File: src/rtl/mem_bus_pkg.sv
`default_nettype none

package mem_bus_pkg;

  localparam int mem_tag_bits = 4;

  // command driven by the cache toward memory
  typedef enum logic [1:0] {
    bus_none  = 2'h0,
    bus_load  = 2'h1,
    bus_store = 2'h2
  } bus_command_t;

  // transaction tag, zero means no transaction
  typedef logic [mem_tag_bits-1:0] mem_tag_t;

  localparam mem_tag_t no_tag = '0;

endpackage

`default_nettype wire

File: src/rtl/dcache_pkg.sv
`default_nettype none

package dcache_pkg;

  // address and data widths
  localparam int addr_bits = 32;
  localparam int word_bits = 64;
  localparam int offset_bits = 3;

  // direct-mapped geometry, one word per line
  localparam int num_lines = 16;
  localparam int index_bits = 4;
  localparam int tag_bits = addr_bits - index_bits - offset_bits;

  // miss queue sizing
  localparam int queue_depth = 4;
  localparam int queue_ptr_bits = 2;

  typedef logic [addr_bits-1:0] addr_t;
  typedef logic [word_bits-1:0] word_t;
  typedef logic [index_bits-1:0] index_t;
  typedef logic [tag_bits-1:0] tag_t;
  typedef logic [queue_ptr_bits-1:0] queue_ptr_t;

  // last index visited by the flush walk
  localparam index_t last_index = index_t'(num_lines - 1);

  // flush sequence
  typedef enum logic [2:0] {
    state_idle,
    state_drain,
    state_walk,
    state_finish,
    state_done
  } flush_state_t;

endpackage

`default_nettype wire
File: src/rtl/dcache_top.sv
`timescale 1ns/1ps
`default_nettype none

module dcache_top (
  input  wire logic                  clock,
  input  wire logic                  reset,
  input  wire logic                  load_valid,
  input  wire dcache_pkg::addr_t     load_addr,
  output logic                       load_hit,
  output dcache_pkg::word_t          load_data,
  input  wire logic                  store_valid,
  input  wire dcache_pkg::addr_t     store_addr,
  input  wire dcache_pkg::word_t     store_data,
  output logic                       store_done,
  input  wire logic                  flush,
  output logic                       flush_done,
  output mem_bus_pkg::bus_command_t  mem_command,
  output dcache_pkg::addr_t          mem_addr,
  output dcache_pkg::word_t          mem_wdata,
  input  wire mem_bus_pkg::mem_tag_t mem_response,
  input  wire mem_bus_pkg::mem_tag_t mem_tag,
  input  wire dcache_pkg::word_t     mem_rdata
);

  // array side
  logic              load_match;
  logic              store_match;
  logic              victim_valid;
  logic              victim_dirty;
  dcache_pkg::addr_t victim_addr;
  dcache_pkg::word_t victim_data;
  logic              write_en;
  dcache_pkg::addr_t write_addr;
  dcache_pkg::word_t write_data;
  logic              write_dirty;
  logic              write_clean_only;

  // queue side
  logic              push_fill;
  dcache_pkg::addr_t fill_req_addr;
  logic              push_evict;
  dcache_pkg::addr_t evict_addr;
  dcache_pkg::word_t evict_data;
  logic              fill_taken;
  logic              queue_full;
  logic              queue_empty;
  logic              fill_valid;
  dcache_pkg::addr_t fill_addr;
  dcache_pkg::word_t fill_data;

  dcache_controller controller_i (
    .clock(clock),
    .reset(reset),
    .load_valid(load_valid),
    .load_addr(load_addr),
    .store_valid(store_valid),
    .store_addr(store_addr),
    .store_data(store_data),
    .flush(flush),
    .load_match(load_match),
    .store_match(store_match),
    .victim_valid(victim_valid),
    .victim_dirty(victim_dirty),
    .victim_addr(victim_addr),
    .victim_data(victim_data),
    .queue_full(queue_full),
    .queue_empty(queue_empty),
    .fill_valid(fill_valid),
    .fill_addr(fill_addr),
    .fill_data(fill_data),
    .load_hit(load_hit),
    .store_done(store_done),
    .flush_done(flush_done),
    .write_en(write_en),
    .write_addr(write_addr),
    .write_data(write_data),
    .write_dirty(write_dirty),
    .write_clean_only(write_clean_only),
    .push_fill(push_fill),
    .fill_req_addr(fill_req_addr),
    .push_evict(push_evict),
    .evict_addr(evict_addr),
    .evict_data(evict_data),
    .fill_taken(fill_taken)
  );

  dcache_array array_i (
    .clock(clock),
    .reset(reset),
    .load_addr(load_addr),
    .store_addr(store_addr),
    .write_en(write_en),
    .write_addr(write_addr),
    .write_data(write_data),
    .write_dirty(write_dirty),
    .write_clean_only(write_clean_only),
    .load_data(load_data),
    .load_match(load_match),
    .store_match(store_match),
    .victim_valid(victim_valid),
    .victim_dirty(victim_dirty),
    .victim_addr(victim_addr),
    .victim_data(victim_data)
  );

  miss_queue queue_i (
    .clock(clock),
    .reset(reset),
    .push_fill(push_fill),
    .fill_req_addr(fill_req_addr),
    .push_evict(push_evict),
    .evict_addr(evict_addr),
    .evict_data(evict_data),
    .fill_taken(fill_taken),
    .mem_response(mem_response),
    .mem_tag(mem_tag),
    .mem_rdata(mem_rdata),
    .queue_full(queue_full),
    .queue_empty(queue_empty),
    .fill_valid(fill_valid),
    .fill_addr(fill_addr),
    .fill_data(fill_data),
    .mem_command(mem_command),
    .mem_addr(mem_addr),
    .mem_wdata(mem_wdata)
  );

endmodule

`default_nettype wire

File: src/rtl/dcache_controller.sv
`timescale 1ns/1ps
`default_nettype none

module dcache_controller (
  input  wire logic              clock,
  input  wire logic              reset,
  input  wire logic              load_valid,
  input  wire dcache_pkg::addr_t load_addr,
  input  wire logic              store_valid,
  input  wire dcache_pkg::addr_t store_addr,
  input  wire dcache_pkg::word_t store_data,
  input  wire logic              flush,
  input  wire logic              load_match,
  input  wire logic              store_match,
  input  wire logic              victim_valid,
  input  wire logic              victim_dirty,
  input  wire dcache_pkg::addr_t victim_addr,
  input  wire dcache_pkg::word_t victim_data,
  input  wire logic              queue_full,
  input  wire logic              queue_empty,
  input  wire logic              fill_valid,
  input  wire dcache_pkg::addr_t fill_addr,
  input  wire dcache_pkg::word_t fill_data,
  output logic                   load_hit,
  output logic                   store_done,
  output logic                   flush_done,
  output logic                   write_en,
  output dcache_pkg::addr_t      write_addr,
  output dcache_pkg::word_t      write_data,
  output logic                   write_dirty,
  output logic                   write_clean_only,
  output logic                   push_fill,
  output dcache_pkg::addr_t      fill_req_addr,
  output logic                   push_evict,
  output dcache_pkg::addr_t      evict_addr,
  output dcache_pkg::word_t      evict_data,
  output logic                   fill_taken
);

  dcache_pkg::flush_state_t state;
  dcache_pkg::flush_state_t state_next;
  dcache_pkg::index_t       walk_index;

  logic active;
  logic victim_needs_evict;
  logic fill_write;
  logic walk_write;
  logic store_write;
  logic load_miss;
  logic store_miss;

  // processor is served only before any flush
  assign active = (state == dcache_pkg::state_idle) && !flush;
  assign victim_needs_evict = victim_valid && victim_dirty;

  // write port priority is fill, then walk, then store
  assign fill_write = fill_valid && !(victim_needs_evict && queue_full);
  assign walk_write = (state == dcache_pkg::state_walk) && !fill_valid && !queue_full;
  assign store_write = active && store_valid && store_match && !fill_valid;

  assign load_hit = active && load_valid && load_match;
  assign store_done = store_write;
  assign load_miss = active && load_valid && !load_match;
  assign store_miss = active && store_valid && !store_match;

  // displaced dirty line goes out as an eviction
  assign fill_taken = fill_write;
  assign push_evict = (fill_write || walk_write) && victim_needs_evict;
  assign evict_addr = victim_addr;
  assign evict_data = victim_data;

  // one push per cycle, loads ask first
  assign push_fill = (load_miss || store_miss) && !push_evict && !queue_full;
  assign fill_req_addr = load_miss ? load_addr : store_addr;

  assign flush_done = (state == dcache_pkg::state_done);
  assign write_en = fill_write || walk_write || store_write;

  // address also selects the victim, so it follows fill_valid even while the fill waits
  always_comb begin
    write_addr = store_addr;
    write_data = store_data;
    write_dirty = 1'b1;
    write_clean_only = 1'b0;
    if (fill_valid) begin
      write_addr = fill_addr;
      write_data = fill_data;
      write_dirty = 1'b0;
    end else if (state == dcache_pkg::state_walk) begin
      write_addr = {{dcache_pkg::tag_bits{1'b0}}, walk_index, {dcache_pkg::offset_bits{1'b0}}};
      write_dirty = 1'b0;
      write_clean_only = 1'b1;
    end
  end

  always_comb begin
    state_next = state;
    case (state)
      dcache_pkg::state_idle: if (flush) state_next = dcache_pkg::state_drain;
      dcache_pkg::state_drain: if (queue_empty) state_next = dcache_pkg::state_walk;
      dcache_pkg::state_walk: begin
        if (walk_write && walk_index == dcache_pkg::last_index) begin
          state_next = dcache_pkg::state_finish;
        end
      end
      dcache_pkg::state_finish: if (queue_empty) state_next = dcache_pkg::state_done;
      default: ;
    endcase
  end

  always_ff @(posedge clock) begin
    if (reset) begin
      state <= dcache_pkg::state_idle;
      walk_index <= '0;
    end else begin
      state <= state_next;
      if (walk_write) begin
        walk_index <= walk_index + 1'b1;
      end
    end
  end

endmodule

`default_nettype wire

File: src/rtl/miss_queue.sv
`timescale 1ns/1ps
`default_nettype none

module miss_queue (
  input  wire logic                  clock,
  input  wire logic                  reset,
  input  wire logic                  push_fill,
  input  wire dcache_pkg::addr_t     fill_req_addr,
  input  wire logic                  push_evict,
  input  wire dcache_pkg::addr_t     evict_addr,
  input  wire dcache_pkg::word_t     evict_data,
  input  wire logic                  fill_taken,
  input  wire mem_bus_pkg::mem_tag_t mem_response,
  input  wire mem_bus_pkg::mem_tag_t mem_tag,
  input  wire dcache_pkg::word_t     mem_rdata,
  output logic                       queue_full,
  output logic                       queue_empty,
  output logic                       fill_valid,
  output dcache_pkg::addr_t          fill_addr,
  output dcache_pkg::word_t          fill_data,
  output mem_bus_pkg::bus_command_t  mem_command,
  output dcache_pkg::addr_t          mem_addr,
  output dcache_pkg::word_t          mem_wdata
);

  // life of one entry, free doubles as retired
  typedef enum logic [1:0] {
    phase_free,
    phase_wait,
    phase_issued,
    phase_filled
  } phase_t;

  phase_t                entry_phase [dcache_pkg::queue_depth];
  logic                  entry_fill [dcache_pkg::queue_depth];
  dcache_pkg::addr_t     entry_addr [dcache_pkg::queue_depth];
  dcache_pkg::word_t     entry_data [dcache_pkg::queue_depth];
  mem_bus_pkg::mem_tag_t entry_tag [dcache_pkg::queue_depth];
  logic                  tag_hit [dcache_pkg::queue_depth];

  dcache_pkg::queue_ptr_t              head;
  dcache_pkg::queue_ptr_t              tail;
  dcache_pkg::queue_ptr_t              issue_ptr;
  dcache_pkg::queue_ptr_t              fill_ptr;
  logic [dcache_pkg::queue_ptr_bits:0] count;
  logic                                issue_valid;
  logic                                issue_accepted;
  logic                                duplicate;
  logic                                push_any;
  logic                                pop_head;

  assign queue_empty = (count == '0);
  assign queue_full = (count == dcache_pkg::queue_depth);

  // a fill for a line already in flight is dropped
  always_comb begin
    duplicate = 1'b0;
    for (int i = 0; i < dcache_pkg::queue_depth; i++) begin
      if (entry_phase[i] != phase_free && entry_fill[i] && entry_addr[i] == fill_req_addr) begin
        duplicate = 1'b1;
      end
      tag_hit[i] = (entry_phase[i] == phase_issued) && (mem_tag != mem_bus_pkg::no_tag) &&
                   (entry_tag[i] == mem_tag);
    end
  end

  assign push_any = !queue_full && (push_evict || (push_fill && !duplicate));
  assign pop_head = !queue_empty && (entry_phase[head] == phase_free);

  // oldest waiting entry goes on the bus, oldest filled entry goes back to the cache
  always_comb begin
    dcache_pkg::queue_ptr_t scan;
    issue_valid = 1'b0;
    issue_ptr = head;
    fill_valid = 1'b0;
    fill_ptr = head;
    for (int i = 0; i < dcache_pkg::queue_depth; i++) begin
      scan = head + dcache_pkg::queue_ptr_t'(i);
      if (!issue_valid && entry_phase[scan] == phase_wait) begin
        issue_valid = 1'b1;
        issue_ptr = scan;
      end
      if (!fill_valid && entry_phase[scan] == phase_filled) begin
        fill_valid = 1'b1;
        fill_ptr = scan;
      end
    end
  end

  always_comb begin
    mem_command = mem_bus_pkg::bus_none;
    if (issue_valid) begin
      mem_command = entry_fill[issue_ptr] ? mem_bus_pkg::bus_load : mem_bus_pkg::bus_store;
    end
  end

  assign issue_accepted = issue_valid && (mem_response != mem_bus_pkg::no_tag);
  assign mem_addr = entry_addr[issue_ptr];
  assign mem_wdata = entry_data[issue_ptr];
  assign fill_addr = entry_addr[fill_ptr];
  assign fill_data = entry_data[fill_ptr];

  always_ff @(posedge clock) begin
    if (reset) begin
      head <= '0;
      tail <= '0;
      count <= '0;
      for (int i = 0; i < dcache_pkg::queue_depth; i++) begin
        entry_phase[i] <= phase_free;
      end
    end else begin
      if (push_any) begin
        entry_phase[tail] <= phase_wait;
        tail <= tail + 1'b1;
      end
      // stores are done once memory accepts them
      if (issue_accepted) begin
        entry_phase[issue_ptr] <= entry_fill[issue_ptr] ? phase_issued : phase_free;
      end
      for (int i = 0; i < dcache_pkg::queue_depth; i++) begin
        if (tag_hit[i]) begin
          entry_phase[i] <= phase_filled;
        end
      end
      if (fill_taken && fill_valid) begin
        entry_phase[fill_ptr] <= phase_free;
      end
      if (pop_head) begin
        head <= head + 1'b1;
      end
      case ({push_any, pop_head})
        2'b10: count <= count + 1'b1;
        2'b01: count <= count - 1'b1;
        default: ;
      endcase
    end
  end

  always_ff @(posedge clock) begin
    if (push_any) begin
      entry_fill[tail] <= !push_evict;
      entry_addr[tail] <= push_evict ? evict_addr : fill_req_addr;
      entry_data[tail] <= evict_data;
    end
    if (issue_accepted) begin
      entry_tag[issue_ptr] <= mem_response;
    end
    for (int i = 0; i < dcache_pkg::queue_depth; i++) begin
      if (tag_hit[i]) begin
        entry_data[i] <= mem_rdata;
      end
    end
  end

endmodule

`default_nettype wire

File: src/rtl/dcache_array.sv
`timescale 1ns/1ps
`default_nettype none

module dcache_array (
  input  wire logic              clock,
  input  wire logic              reset,
  input  wire dcache_pkg::addr_t load_addr,
  input  wire dcache_pkg::addr_t store_addr,
  input  wire logic              write_en,
  input  wire dcache_pkg::addr_t write_addr,
  input  wire dcache_pkg::word_t write_data,
  input  wire logic              write_dirty,
  input  wire logic              write_clean_only,
  output dcache_pkg::word_t      load_data,
  output logic                   load_match,
  output logic                   store_match,
  output logic                   victim_valid,
  output logic                   victim_dirty,
  output dcache_pkg::addr_t      victim_addr,
  output dcache_pkg::word_t      victim_data
);

  // per-line state
  logic              line_valid [dcache_pkg::num_lines];
  logic              line_dirty [dcache_pkg::num_lines];
  dcache_pkg::tag_t  line_tag [dcache_pkg::num_lines];
  dcache_pkg::word_t line_data [dcache_pkg::num_lines];

  dcache_pkg::index_t load_index;
  dcache_pkg::index_t store_index;
  dcache_pkg::index_t write_index;
  dcache_pkg::tag_t   load_tag;
  dcache_pkg::tag_t   store_tag;
  dcache_pkg::tag_t   write_tag;

  // address split
  assign load_index = load_addr[dcache_pkg::offset_bits +: dcache_pkg::index_bits];
  assign store_index = store_addr[dcache_pkg::offset_bits +: dcache_pkg::index_bits];
  assign write_index = write_addr[dcache_pkg::offset_bits +: dcache_pkg::index_bits];
  assign load_tag = load_addr[dcache_pkg::addr_bits-1 -: dcache_pkg::tag_bits];
  assign store_tag = store_addr[dcache_pkg::addr_bits-1 -: dcache_pkg::tag_bits];
  assign write_tag = write_addr[dcache_pkg::addr_bits-1 -: dcache_pkg::tag_bits];

  // lookups for the two processor ports
  assign load_match = line_valid[load_index] && (line_tag[load_index] == load_tag);
  assign load_data = line_data[load_index];
  assign store_match = line_valid[store_index] && (line_tag[store_index] == store_tag);

  // line currently sitting where the next write lands
  assign victim_valid = line_valid[write_index];
  assign victim_dirty = line_dirty[write_index];
  assign victim_addr = {line_tag[write_index], write_index, {dcache_pkg::offset_bits{1'b0}}};
  assign victim_data = line_data[write_index];

  always_ff @(posedge clock) begin
    if (reset) begin
      for (int i = 0; i < dcache_pkg::num_lines; i++) begin
        line_valid[i] <= 1'b0;
        line_dirty[i] <= 1'b0;
      end
    end else if (write_en) begin
      // flush walk only cleans the line
      if (!write_clean_only) begin
        line_valid[write_index] <= 1'b1;
      end
      line_dirty[write_index] <= write_dirty && !write_clean_only;
    end
  end

  always_ff @(posedge clock) begin
    if (write_en && !write_clean_only) begin
      line_tag[write_index] <= write_tag;
      line_data[write_index] <= write_data;
    end
  end

endmodule

`default_nettype wire

File: config.mk
export PLATFORM = sky130hd
export DESIGN_NAME = dcache_top
export DESIGN_NICKNAME = d
export VERILOG_FILES = /design/src/rtl/mem_bus_pkg.sv /design/src/rtl/dcache_pkg.sv /design/src/rtl/dcache_top.sv /design/src/rtl/dcache_controller.sv /design/src/rtl/miss_queue.sv /design/src/rtl/dcache_array.sv
export SDC_FILE = /design/constraint.sdc
export NUM_CORES = 2
export LEC_CHECK = 0
export ABC_AREA = 0
export ABC_CLOCK_PERIOD_IN_PS = 11600
export BUFFER_PORTS_ARGS = -buffer_cell sky130_fd_sc_hd__buf_4
export CAP_MARGIN = 40
export CORE_AREA = 2 2 500 403
export CTS_CLUSTER_SIZE = 20
export DETAILED_ROUTE_END_ITERATION = 10
export DIE_AREA = 0 0 502 405
export PLACE_DENSITY_LB_ADDON = 0.25
export SYNTH_ARGS = -nofsm -noshare
export SYNTH_HDL_FRONTEND = slang
export SYNTH_SLANG_ARGS = --single-unit
File: constraint.sdc
create_clock -name clock -period 11.6 [get_ports clock]
set_clock_uncertainty 0.05 [all_clocks]
set_input_delay 0.58 -clock clock [delete_from_list [all_inputs] [get_ports clock]]
set_output_delay 0.58 -clock clock [all_outputs]
set_load 0.01 [all_outputs]
==> metrics.md <==
| Metric | Value |
|---|---|
| Buffers added on ports | `369` |
| Syn-to-layout area delta | `12.84%` |
| Number of clock sinks | `1884` |
| Non-filler cells in the finished layout | `10710` |
| Wire length of the first global-routing pass | `522.1 mm` |
| Worst setup timing slack at the placement stage | `3.088 ns` |
| Worst setup path startpoint | `queue_i.head[1]` |
| Detailed-route vias per instance | `6.936` |
| Data required time of the worst path | `12.01 ns` |
| CP startpoint kind | `register` |
| Clock H-tree levels | `4` |
| Most used flip-flop cell after synthesis | `edfxtp_1` |
| Fraction of layout cells with a size suffix above 1 | `19.76%` |
| CP peak stage delay | `0.85 ns` |
| Clock transition at the register clock pins on the worst setup and hold paths after CTS | `0.06 ns` |
| Setup Viol. Count Final | `0` |
| Half-perimeter wire length after placement | `233.8 mm` |
| Die H | `405 um` |
| Number of max-cap violations | `0` |
| Area occupied by multi-input gates | `0.03979 mm2` |
| Total Routing Usage GR | `36.03%` |
| Slowest cell on the critical path | `nor2_4` |
| Global-route congestion overflow total | `0` |
| TritonCTS clock tree | `built` |
| Critical Path Fanout Max | `64` |
| Total number of vias | `74290` |
| Non-Filler Cell Area, Final | `0.1113 mm2` |
| Final worst setup slack | `3.050 ns` |
| Number of antenna violations at the first check in global routing | `24` |
| Post-synth design cell area | `0.09865 mm2` |
| Number of placed instances with taps included | `10290` |
| Deepest clock path buffer count | `3` |
| Slew at the pin closest to its max-slew limit | `1.093 ns` |
| Placed cell areas | `0.1045 mm2` |
| Hold path startpoint | `mem_rdata[5]` |
| Detail-routed net length per standard cell | `34.65 um` |
| Number of ports placed on the die boundary | `370` |
| Initial standard-cell utilization of the core | `49.62%` |
| Worst-case vdd ir drop | `0.0003448 V` |
| # rows | `147` |
| Setup TNS after final layout | `0 ns` |
| Core area | `0.1988 mm2` |
| HP Class | `input pin to register` |
| Average cell area after synthesis | `12.79 um2` |
| Utilization of the core after routing | `55.99%` |
| Cell count after synthesis | `7711` |
| Routability congestion estimate | `1.020` |
| Critical path endpoint category | `register` |
| Cell type with the largest total area after synthesis | `edfxtp_1` |
| Fmax | `0.1170 GHz` |
| Largest net degree at the start of global routing | `213` |
| Number of setup buffers added after CTS | `0` |
| Signal arrival time at the worst endpoint | `8.96 ns` |
| Clock insertion delay at the later pin of the skew report | `0.88 ns` |
| Warnings from Yosys | `0` |
| PD cells | `205.1 mW/mm2` |
| Detailed Routing Iterations Pass 1 | `7` |
| Ranking of synthesized cells by area | `edfxtp_1 56%, mux4_2 16%, nand2_1 7.6%, a311oi_1 2.4%, nand3_1 2.1%` |
| Number of remaining DRC errors | `0` |
| Vias in the first global route | `69960` |
| Die area | `0.2033 mm2` |
| Count of cell types in the netlist | `85` |
| Final critical-path share of the clock period | `73.71%` |
| Final worst path period need | `8.550 ns` |
| Final Routed Wirelength | `371.2 mm` |
| Number of max-slew violations in the final report | `0` |
| Count of nets after finishing | `8080` |
| Reg2Reg Launch Point | `queue_i.head[1]` |
| Kind of critical path | `register to register` |
| Most common cell after layout, fill and taps aside | `nand2_1` |
| Worst rel slew slack | `27.10%` |
| Die W | `502 um` |
| Initial DRC Count | `12090` |
| Number of flops mapped to enable cells by yosys | `1844` |
| Fraction of registers with async set/reset | `0%` |
| Flop and latch count out of synthesis | `1884` |
| Sequential element share of the synthesized area | `56.94%` |
| Setup repair after global routing missed its margin | `false` |
| Library cell used as clock root buffer | `clkbuf_16` |
| Nets in the synthesized netlist | `7923` |
| Hold Vio Cnt, Final | `0` |
| Standby leakage power | `38.03 nW` |
| Fraction of post-synthesis cell area in the top cell type by area | `56.13%` |
| Most frequent cells in the layout | `1992 x nand2_1, 1844 x edfxtp_1, 715 x mux4_2` |
| Routed Antenna Nets | `0` |
| Area occupied by registers | `0.05617 mm2` |
| Count of filler cells inserted in the layout | `15860` |
| Outcome | `finished, final reports clean` |
| Ordered cell list for the critical path | `mux4_2, nand2_1, nand2_1, o221ai_1, xor2_4, buf_4, or2_2, o221ai_4, buf_4, mux4_2, a22oi_1, a22oi_1, and2_1, o21ai_0, nand2_1, nor2_4, buf_4` |
| TritonCTS Buffers | `188` |
## critical path, delay by kind of cell, from the launching register on
family / cells / cell delay, ns
AND/OR/NAND/NOR: 6 / 2.24
buffers and inverters: 3 / 1.86
AO/OA/AOI/OAI: 5 / 1.83
multiplexers: 2 / 1.22
flip-flops: 1 / 0.75
XOR/XNOR: 1 / 0.12
## per-stage QoR
stage	total power [mW]	hold WS [ns]
2_1_floorplan	13.33	0.4184
3_3_place_gp	16.43	0.4626
3_5_place_dp	16.61	0.4639
4_1_cts	22.64	0.04152
5_1_grt	23.54	0.06314
6_report	22.84	0.09093
## repair_timing
action / in CTS / in global routing
hold endpoints to repair: 263 / 0
resized for setup: 0 / 0
hold buffers: 68 / 0
## worst paths after layout
check	endpoint	slack [ns]	cells after the start
worst max-delay path	array_i.line_tag[3][22]	3.05	17
worst min-delay path	queue_i.entry_data[3][5]	0.09	3
worst max register to register	array_i.line_tag[3][22]	3.05	17
worst min register to register	array_i.line_valid[6]	0.49	1
## report_power, final
| part | leakage (nW) | internal (mW) | switching, mW |
|---|---|---|---|
| Sequential | 17.0 | 8.25 | 0.239 |
| Clock | 2.94 | 3.34 | 2.76 |
| Combinational | 18.1 | 2.95 | 5.29 |
## area by class of cell
cell class                      instances  area share [%]
Sequential cell                      1884           50.46
Multi-Input combinational cell       5079           35.74
Timing Repair Buffer                  602           4.924
Clock buffer                          231           4.445
Tap cell                             2682           3.015
Clock inverter                        109          0.9958
Inverter                              113          0.3878
Antenna cell                           12         0.02698
## sequential cells by signal (all words and copies together), names as in the netlist, named ones only
signal	cells
queue_i.tail	2
queue_i.entry_tag	16
queue_i.entry_data	256
array_i.line_data	1024
controller_i.state	3
controller_i.walk_index	4
queue_i.count	3
array_i.line_dirty	16
queue_i.entry_phase	8
array_i.line_tag	400
queue_i.head	2
array_i.line_valid	16
queue_i.entry_fill	4
queue_i.entry_addr	128
## metal layers
layer,up-vias,share of wire [%],global-route usage (%)
li1,30100,-,-
met1,37410,38,50.92
met2,5885,43,50.72
met3,879,15,12.46
met4,16,4.6,15.01
met5,-,0.072,0.4536
## synth_stat cells (all sizes together), types with 4 or more instances
| cell | n |
|---|---|
| nand2 | 1992 |
| edfxtp | 1844 |
| mux4 | 715 |
| clkbuf | 517 |
| nand3 | 419 |
| o21ai | 309 |
| a311oi | 268 |
| and3 | 186 |
| mux2i | 129 |
| nor2 | 129 |
| buf | 118 |
| inv | 110 |
| a31oi | 104 |
| xnor2 | 100 |
| a21oi | 99 |
| xor2 | 80 |
| a21o | 68 |
| a22oi | 57 |
| dfxtp | 40 |
| o22ai | 39 |
| nor4 | 32 |
| nand4 | 31 |
| nor2b | 30 |
| a221oi | 28 |
| nor3 | 27 |
| a22o | 19 |
| a222oi | 17 |
| o21a | 16 |
| o221ai | 16 |
| a211oi | 14 |
| and2 | 13 |
| mux2 | 11 |
| nand2b | 11 |
| or4 | 11 |
| or3 | 9 |
| a2111oi | 8 |
| ha | 6 |
| nand3b | 6 |
| nor3b | 6 |
| o2111ai | 6 |
| o2bb2ai | 6 |
| or2 | 6 |
| o211ai | 5 |
| nand4b | 4 |
| o221a | 4 |
## logic make-up after synthesis
kind of cell / share of synthesized area, %
flops: 56.94
simple gates: 12.63
compound gates: 7.923
fa+ha+maj: 0.09639
mux: 17.76
xor+xnor: 1.606
buf+inv: 3.040
Power figures use the tool's default switching activity.
